<file path="src/hdl/fdiv_pkg.sv">
package fdiv_pkg;

  // binary32 field widths
  localparam int frac_w     = 23;
  localparam int mant_w     = 24;
  localparam int rem_w      = 28;
  localparam int num_digits = 8;
  localparam int exp_bias   = 127;
  localparam int tag_w      = 8;

  typedef struct packed {
    logic              sign;
    logic [7:0]        exp;
    logic [frac_w-1:0] frac;
  } fp32_t;

  typedef enum logic [2:0] {
    rm_trunc = 3'd0,
    rm_round = 3'd1,
    rm_even  = 3'd2,
    rm_plus  = 3'd3,
    rm_minus = 3'd4
  } rmode_e;

  typedef struct packed {
    fp32_t            a;
    fp32_t            b;
    rmode_e           rmode;
    logic [tag_w-1:0] tag;
  } div_req_t;

  typedef struct packed {
    fp32_t            value;
    logic [tag_w-1:0] tag;
  } div_res_t;

  // index d holds d times the divisor mantissa
  typedef logic [15:1][rem_w-1:0] multiples_t;

  typedef enum logic [1:0] {
    st_idle = 2'd0,
    st_iter = 2'd1,
    st_wait = 2'd2
  } ctrl_state_e;

endpackage

</file>
<file path="src/hdl/fdiv_multiples.sv">
`timescale 1ns/1ps

module fdiv_multiples import fdiv_pkg::*; (
  input  logic              clk,
  input  logic              arst_n,
  input  logic              load,
  input  logic [mant_w-1:0] divisor,
  output multiples_t        multiples
);

  logic [rem_w-1:0] m1, m3, m5, m7, m9, m11, m13, m15;
  multiples_t       mult_d;

  assign m1 = {{(rem_w - mant_w){1'b0}}, divisor};

  // odd multiples by shift and add
  assign m3  = m1 + (m1 << 1);
  assign m5  = m1 + (m1 << 2);
  assign m7  = m3 + (m1 << 2);
  assign m9  = m1 + (m1 << 3);
  assign m11 = m3 + (m1 << 3);
  assign m13 = m5 + (m1 << 3);
  assign m15 = m7 + (m1 << 3);

  // even ones are shifts of smaller multiples
  always_comb begin
    mult_d[1]  = m1;
    mult_d[2]  = m1 << 1;
    mult_d[3]  = m3;
    mult_d[4]  = m1 << 2;
    mult_d[5]  = m5;
    mult_d[6]  = m3 << 1;
    mult_d[7]  = m7;
    mult_d[8]  = m1 << 3;
    mult_d[9]  = m9;
    mult_d[10] = m5 << 1;
    mult_d[11] = m11;
    mult_d[12] = m3 << 2;
    mult_d[13] = m13;
    mult_d[14] = m7 << 1;
    mult_d[15] = m15;
  end

  always_ff @(posedge clk or negedge arst_n) begin
    if (!arst_n) begin
      multiples <= '0;
    end else if (load) begin
      multiples <= mult_d;
    end
  end

endmodule

</file>
<file path="src/hdl/fdiv_digit_select.sv">
`timescale 1ns/1ps

module fdiv_digit_select import fdiv_pkg::*; (
  input  logic [rem_w-1:0] remainder,
  input  multiples_t       multiples,
  output logic [3:0]       digit,
  output logic [rem_w-1:0] next_remainder
);

  logic [rem_w-1:0]       shifted;
  logic [15:1][rem_w:0]   diff;

  // top nibble is zero once the recurrence runs, so this is the shift by four.
  // on the first step it holds the dividend's low nibble and brings it back in
  assign shifted = {remainder[rem_w-5:0], remainder[rem_w-1:rem_w-4]};

  // all fifteen trial subtractions in parallel
  always_comb begin
    for (int d = 1; d < 16; d++) begin
      diff[d] = {1'b0, shifted} - {1'b0, multiples[d]};
    end
  end

  // multiples grow with d, last non-negative one wins
  always_comb begin
    digit          = 4'd0;
    next_remainder = shifted;
    for (int d = 1; d < 16; d++) begin
      if (!diff[d][rem_w]) begin
        digit          = 4'(d);
        next_remainder = diff[d][rem_w-1:0];
      end
    end
  end

endmodule

</file>
<file path="src/hdl/fdiv_recurrence.sv">
`timescale 1ns/1ps

module fdiv_recurrence import fdiv_pkg::*; (
  input  logic                    clk,
  input  logic                    arst_n,
  input  logic                    start,
  input  div_req_t                req,
  output logic                    rdy,
  output logic                    load,
  output logic [mant_w-1:0]       divisor,
  output logic [rem_w-1:0]        remainder,
  input  logic [3:0]              digit,
  input  logic [rem_w-1:0]        next_remainder,
  output logic                    done,
  output logic [4*num_digits-1:0] quotient,
  output logic                    sticky,
  output div_req_t                req_q,
  input  logic                    taken
);

  ctrl_state_e                     state;
  logic [$clog2(num_digits)-1:0]   cnt;
  logic                            accept;
  logic                            step;
  logic [mant_w-1:0]               mant_a;

  assign accept = (state == st_idle) && start && rdy;
  // first iter cycle waits for the multiples register
  assign step   = (state == st_iter) && !load;

  assign mant_a  = {1'b1, req.a.frac};
  assign divisor = {1'b1, req_q.b.frac};
  assign sticky  = |remainder;

  always_ff @(posedge clk or negedge arst_n) begin
    if (!arst_n) begin
      state <= st_idle;
      rdy   <= 1'b1;
      load  <= 1'b0;
      done  <= 1'b0;
      cnt   <= '0;
    end else begin
      load <= 1'b0;
      done <= 1'b0;
      case (state)
        st_idle: begin
          if (accept) begin
            state <= st_iter;
            rdy   <= 1'b0;
            load  <= 1'b1;
            cnt   <= '0;
          end
        end
        st_iter: begin
          if (step) begin
            cnt <= cnt + 1'b1;
            if (cnt == ($clog2(num_digits))'(num_digits - 1)) begin
              state <= st_wait;
              done  <= 1'b1;
            end
          end
        end
        st_wait: begin
          if (taken) begin
            state <= st_idle;
            rdy   <= 1'b1;
          end
        end
        default: state <= st_idle;
      endcase
    end
  end

  // dividend over sixteen, low nibble parked in the top bits
  always_ff @(posedge clk) begin
    if (accept) begin
      req_q     <= req;
      remainder <= {mant_a[3:0], 4'b0000, mant_a[mant_w-1:4]};
      quotient  <= '0;
    end else if (step) begin
      remainder <= next_remainder;
      quotient  <= {quotient[4*num_digits-5:0], digit};
    end
  end

endmodule

</file>
<file path="src/hdl/fdiv_round.sv">
`timescale 1ns/1ps

module fdiv_round import fdiv_pkg::*; (
  input  logic                    clk,
  input  logic                    arst_n,
  input  logic                    done,
  input  logic [4*num_digits-1:0] quotient,
  input  logic                    sticky,
  input  div_req_t                req_q,
  input  logic                    out_ready,
  output logic                    out_valid,
  output div_res_t                res,
  output logic                    taken
);

  logic              lead;
  logic [mant_w-1:0] mant;
  logic              rnd_bit;
  logic              tail;
  logic              sign;
  logic              inc;
  logic [mant_w:0]   mant_rnd;
  logic [7:0]        exp_diff;
  logic [7:0]        exp_norm;
  div_res_t          res_d;

  // bit 28 is the integer part of the quotient
  assign lead    = quotient[28];
  assign mant    = lead ? quotient[28:5] : quotient[27:4];
  assign rnd_bit = lead ? quotient[4] : quotient[3];
  assign tail    = (lead ? |quotient[3:0] : |quotient[2:0]) | sticky;
  assign sign    = req_q.a.sign ^ req_q.b.sign;

  assign exp_diff = req_q.a.exp - req_q.b.exp + 8'(exp_bias);
  assign exp_norm = lead ? exp_diff : exp_diff - 8'd1;

  always_comb begin
    case (req_q.rmode)
      rm_round: inc = rnd_bit;
      rm_even:  inc = rnd_bit && (tail || mant[0]);
      rm_plus:  inc = !sign && (rnd_bit || tail);
      rm_minus: inc = sign && (rnd_bit || tail);
      default:  inc = 1'b0;
    endcase
  end

  // carry out leaves a zero fraction, exponent goes up by one
  assign mant_rnd = {1'b0, mant} + {{mant_w{1'b0}}, inc};

  always_comb begin
    res_d.value.sign = sign;
    res_d.value.exp  = exp_norm + {7'd0, mant_rnd[mant_w]};
    res_d.value.frac = mant_rnd[frac_w-1:0];
    res_d.tag        = req_q.tag;
  end

  always_ff @(posedge clk or negedge arst_n) begin
    if (!arst_n) begin
      out_valid <= 1'b0;
      taken     <= 1'b0;
    end else begin
      taken <= out_valid && out_ready;
      if (done) begin
        out_valid <= 1'b1;
      end else if (out_ready) begin
        out_valid <= 1'b0;
      end
    end
  end

  // only loads on done, so held while stalled
  always_ff @(posedge clk) begin
    if (done) begin
      res <= res_d;
    end
  end

endmodule

</file>
<file path="src/hdl/fdiv_top.sv">
`timescale 1ns/1ps

module fdiv_top import fdiv_pkg::*; (
  input  logic     clk,
  input  logic     arst_n,
  input  logic     start,
  input  div_req_t req,
  output logic     rdy,
  output logic     out_valid,
  input  logic     out_ready,
  output div_res_t res
);

  logic                    load;
  logic [mant_w-1:0]       divisor;
  multiples_t              multiples;
  logic [rem_w-1:0]        remainder;
  logic [3:0]              digit;
  logic [rem_w-1:0]        next_remainder;
  logic                    done;
  logic [4*num_digits-1:0] quotient;
  logic                    sticky;
  div_req_t                req_q;
  logic                    taken;

  fdiv_recurrence u_recurrence (
    .clk            (clk),
    .arst_n         (arst_n),
    .start          (start),
    .req            (req),
    .rdy            (rdy),
    .load           (load),
    .divisor        (divisor),
    .remainder      (remainder),
    .digit          (digit),
    .next_remainder (next_remainder),
    .done           (done),
    .quotient       (quotient),
    .sticky         (sticky),
    .req_q          (req_q),
    .taken          (taken)
  );

  fdiv_multiples u_multiples (
    .clk       (clk),
    .arst_n    (arst_n),
    .load      (load),
    .divisor   (divisor),
    .multiples (multiples)
  );

  fdiv_digit_select u_digit_select (
    .remainder      (remainder),
    .multiples      (multiples),
    .digit          (digit),
    .next_remainder (next_remainder)
  );

  fdiv_round u_round (
    .clk       (clk),
    .arst_n    (arst_n),
    .done      (done),
    .quotient  (quotient),
    .sticky    (sticky),
    .req_q     (req_q),
    .out_ready (out_ready),
    .out_valid (out_valid),
    .res       (res),
    .taken     (taken)
  );

endmodule

</file>
<file path="config.mk">
export PLATFORM = sky130hd
export DESIGN_NAME = fdiv_top
export DESIGN_NICKNAME = d
export VERILOG_FILES = /design/src/hdl/fdiv_pkg.sv /design/src/hdl/fdiv_multiples.sv /design/src/hdl/fdiv_digit_select.sv /design/src/hdl/fdiv_recurrence.sv /design/src/hdl/fdiv_round.sv /design/src/hdl/fdiv_top.sv
export SDC_FILE = /design/constraint.sdc
export NUM_CORES = 2
export LEC_CHECK = 0
export BUFFER_PORTS_ARGS = -buffer_cell sky130_fd_sc_hd__buf_2
export CORE_ASPECT_RATIO = 1.1
export CORE_MARGIN = 2
export CORE_UTILIZATION = 62
export CTS_CLUSTER_DIAMETER = 50
export CTS_CLUSTER_SIZE = 28
export DETAILED_ROUTE_END_ITERATION = 8
export GPL_TIMING_DRIVEN = 0
export PLACE_DENSITY_LB_ADDON = 0.05
export SYNTH_ARGS = -nofsm -noshare
export SYNTH_HDL_FRONTEND = slang
export SYNTH_HIERARCHICAL = 1
export SYNTH_SLANG_ARGS = --single-unit
</file>
<file path="constraint.sdc">
create_clock -name clk -period 8 [get_ports clk]
set_input_delay 1.6 -clock clk [delete_from_list [all_inputs] [get_ports clk]]
set_output_delay 1.6 -clock clk [all_outputs]
set_load 0.05 [all_outputs]
</file>
==> metrics.yaml <==
global_routing:
  wire_length_of_the_first_global_routing_pass_um: 286300
  first_global_vias: 47698
  grt_max_degree: 112
  track_usage_pct: 46.68
  antenna_found_initial: 3
  globalRoute.totalOverflow: 0
floorplan:
  core_box_area_mm2: 0.07878
  die_y_um: 299.5
  die_area_mm2: 0.08165
  num_rows: 108
  initial_utilization_pct: 62.47
  width_of_the_chip_um: 272.6
  top_level_ports: 121
timing:
  timing.fmax_mhz: 130.9
  drv_slew: 0
  finalWorstSetupSlack_ns: 0.3597
  finClkSkew_ns: 0.05549
  slew_headroom_pct: 4.406
  timing.final.crit_period_ns: 7.640
  setup_viol: 0
  final-hold-violation-count: 0
  setup_tns_ns: 0
  post-route-period-util_pct: 95.50
  grt_setup_unrepaired: "no"
  transition_time_at_the_pin_with_the_least_slew_margin_ns: 1.432
logic_synthesis:
  post_synth_inst_count: 6165
  ys.warnings.count: 6
  syn_avg_cell_area_um2: 7.983
  netlist_area_mm2: 0.04922
setup_path:
  worst_setup_path_start_kind: "register"
  cp_data_arrival_time_ns: 8.15
  timing.critical_path.from: "u_recurrence/remainder[26]"
  slowest_stage: "sky130_fd_sc_hd__edfxtp_1"
  reg2reg_from: "u_recurrence/remainder[26]"
  timing.critical_path.slowest_cell_delay_ns: 1.21
  path_class: "reg -> reg"
  cp_data_required_time_ns: 8.51
  crit_path_end_kind: "register"
  critical_path.max_fanout: 17
  crit_path_cell_trace: "ha_1, nor2b_1, o21ai_0, a21boi_1, o211ai_1, o2111ai_1, a211oi_1, o31ai_1, a31oi_1, clkbuf_1, clkbuf_1, o311ai_1, a31oi_1, a22o_1"
route:
  detail_route.wl_per_cell_um: 26.57
  remaining_drc_errors: 0
  route.antenna.remaining_nets: 0
  firstDrtPassIters: 8
  detailroute.via_count: 50225
  totalWireLength_um: 197900
  per_cell_via_count_in_the_routed_design: 6.743
  initial_detailed_routing_violation_count: 6325
final_layout:
  post_route_cells_drive_above_1_share_pct: 11.57
  area_delta_synth_final_pct: 7.563
  fin_nets: 7078
  layout.filler_cells: 6822
min_path:
  min_path_type: "reg -> reg"
  holdCritStartpoint: "u_recurrence/req_q[7]"
status:
  outcome: "finished clean"
cts:
  worstSkewPairLatency_ns: 0.64
  cts_inserted_buffers: 44
  tritoncts: "done"
  clk_path_buf_depth: 3
  cts.sinks: 358
  postCtsHoldBufs: 0
  cts_root_buf: "sky130_fd_sc_hd__clkbuf_16"
  cts.clk_slew.worst_paths_ns: 0.07
  cts-htree-levels: 2
placed_design:
  dpl_worst_slack_ns: 0.4023
  port_buffers: 120
  replace_congestion: 1.086
  place_hpwl_um: 157000
flow_run:
  max-cap-violations: 0
## worst max-delay path, delay by kind of cell, from the launching register on
family	cells	cell delay (ns)
buffers and inverters	2	1.64
AND/OR/NAND/NOR	1	0.17
flip-flops	1	1.21
AO/OA/AOI/OAI	10	4.01
adder cells (fa/ha/maj)	1	0.45
## worst paths after layout
kind | end | slack [ns] | cells after the start
setup / recovery | u_recurrence/remainder[27] | 0.36 | 14
min in group asynchronous | u_round/out_valid | 0.99 | 1
hold reg to reg | u_round/res[7] | 0.42 | 0
max in group asynchronous | u_multiples/multiples[291] | 5.93 | 2
hold / removal | u_round/res[7] | 0.42 | 0
setup reg to reg | u_recurrence/remainder[27] | 0.36 | 14
## area by class of cell
cell class / count / area, um2 / share of cell area, %
clock inverter: 34 / 436.7 / 0.8248
inverter: 563 / 2117 / 3.999
multi-input combinational: 4883 / 35460 / 66.97
sequential: 358 / 9366 / 17.69
timing repair buffer: 131 / 710.7 / 1.342
buffer: 386 / 2386 / 4.507
antenna: 1 / 2.502 / 0.004727
clock buffer: 48 / 1157 / 2.186
tap: 1045 / 1308 / 2.470
## layer usage
layer  GRT usage (%)  share of wire [%]
met1           55.30                 37
met2           74.70                 44
met3           8.003                9.6
met4           37.27                9.4
met5               0             0.0061
## placed cells by master, fill, tap and decap left out, types with 71 or more instances in the layout
cell                       count
sky130_fd_sc_hd__a21o_1      222
sky130_fd_sc_hd__a211oi_1     77
sky130_fd_sc_hd__buf_4       236
sky130_fd_sc_hd__clkbuf_1    110
sky130_fd_sc_hd__dfrtp_1     207
sky130_fd_sc_hd__mux2_2      155
sky130_fd_sc_hd__o21ai_0     342
sky130_fd_sc_hd__buf_2       158
sky130_fd_sc_hd__nand3_1     130
sky130_fd_sc_hd__ha_1        609
sky130_fd_sc_hd__nand2_1     468
sky130_fd_sc_hd__edfxtp_1    115
sky130_fd_sc_hd__a31oi_1      71
sky130_fd_sc_hd__xnor2_1     315
sky130_fd_sc_hd__nor2_1      359
sky130_fd_sc_hd__nor3_1      116
sky130_fd_sc_hd__nor2b_1      80
sky130_fd_sc_hd__inv_1       559
sky130_fd_sc_hd__xor2_1      182
sky130_fd_sc_hd__o21a_1      145
sky130_fd_sc_hd__nand2b_1     81
sky130_fd_sc_hd__a21oi_1     577
## per-stage QoR
stage                     util (%)  instances  hold slack [ns]  cell area [um2]
after global placement       65.01       7355           0.4006            51220
after global routing         67.20       7448           0.4260            52940
final                        67.20       7449           0.4177            52940
after detailed placement     65.08       7357           0.4045            51270
after floorplan                  -       6190           0.4003            49310
after CTS                    67.11       7439           0.4186            52870
## what timing repair did
action / in CTS / in global routing
buffers inserted: 0 / 9
endpoints found under the hold margin: 0 / 0
gates resized for setup: 0 / 1
endpoints found under the setup margin: 0 / 3
## registers in the layout, summed over array words and instances, names as in the netlist
signal                  count
u_multiples/multiples     199
u_round/res                40
u_recurrence/quotient      29
u_recurrence/req_q         29
u_recurrence/remainder     28
u_recurrence/divisor       23
u_recurrence/cnt            3
u_recurrence/state          2
u_recurrence/done           1
u_recurrence/load           1
u_recurrence/rdy            1
u_round/out_valid           1
u_round/taken               1
Power is not shown: default switching activity piles up to over one toggle a cycle in this logic, so the estimate is an artifact.
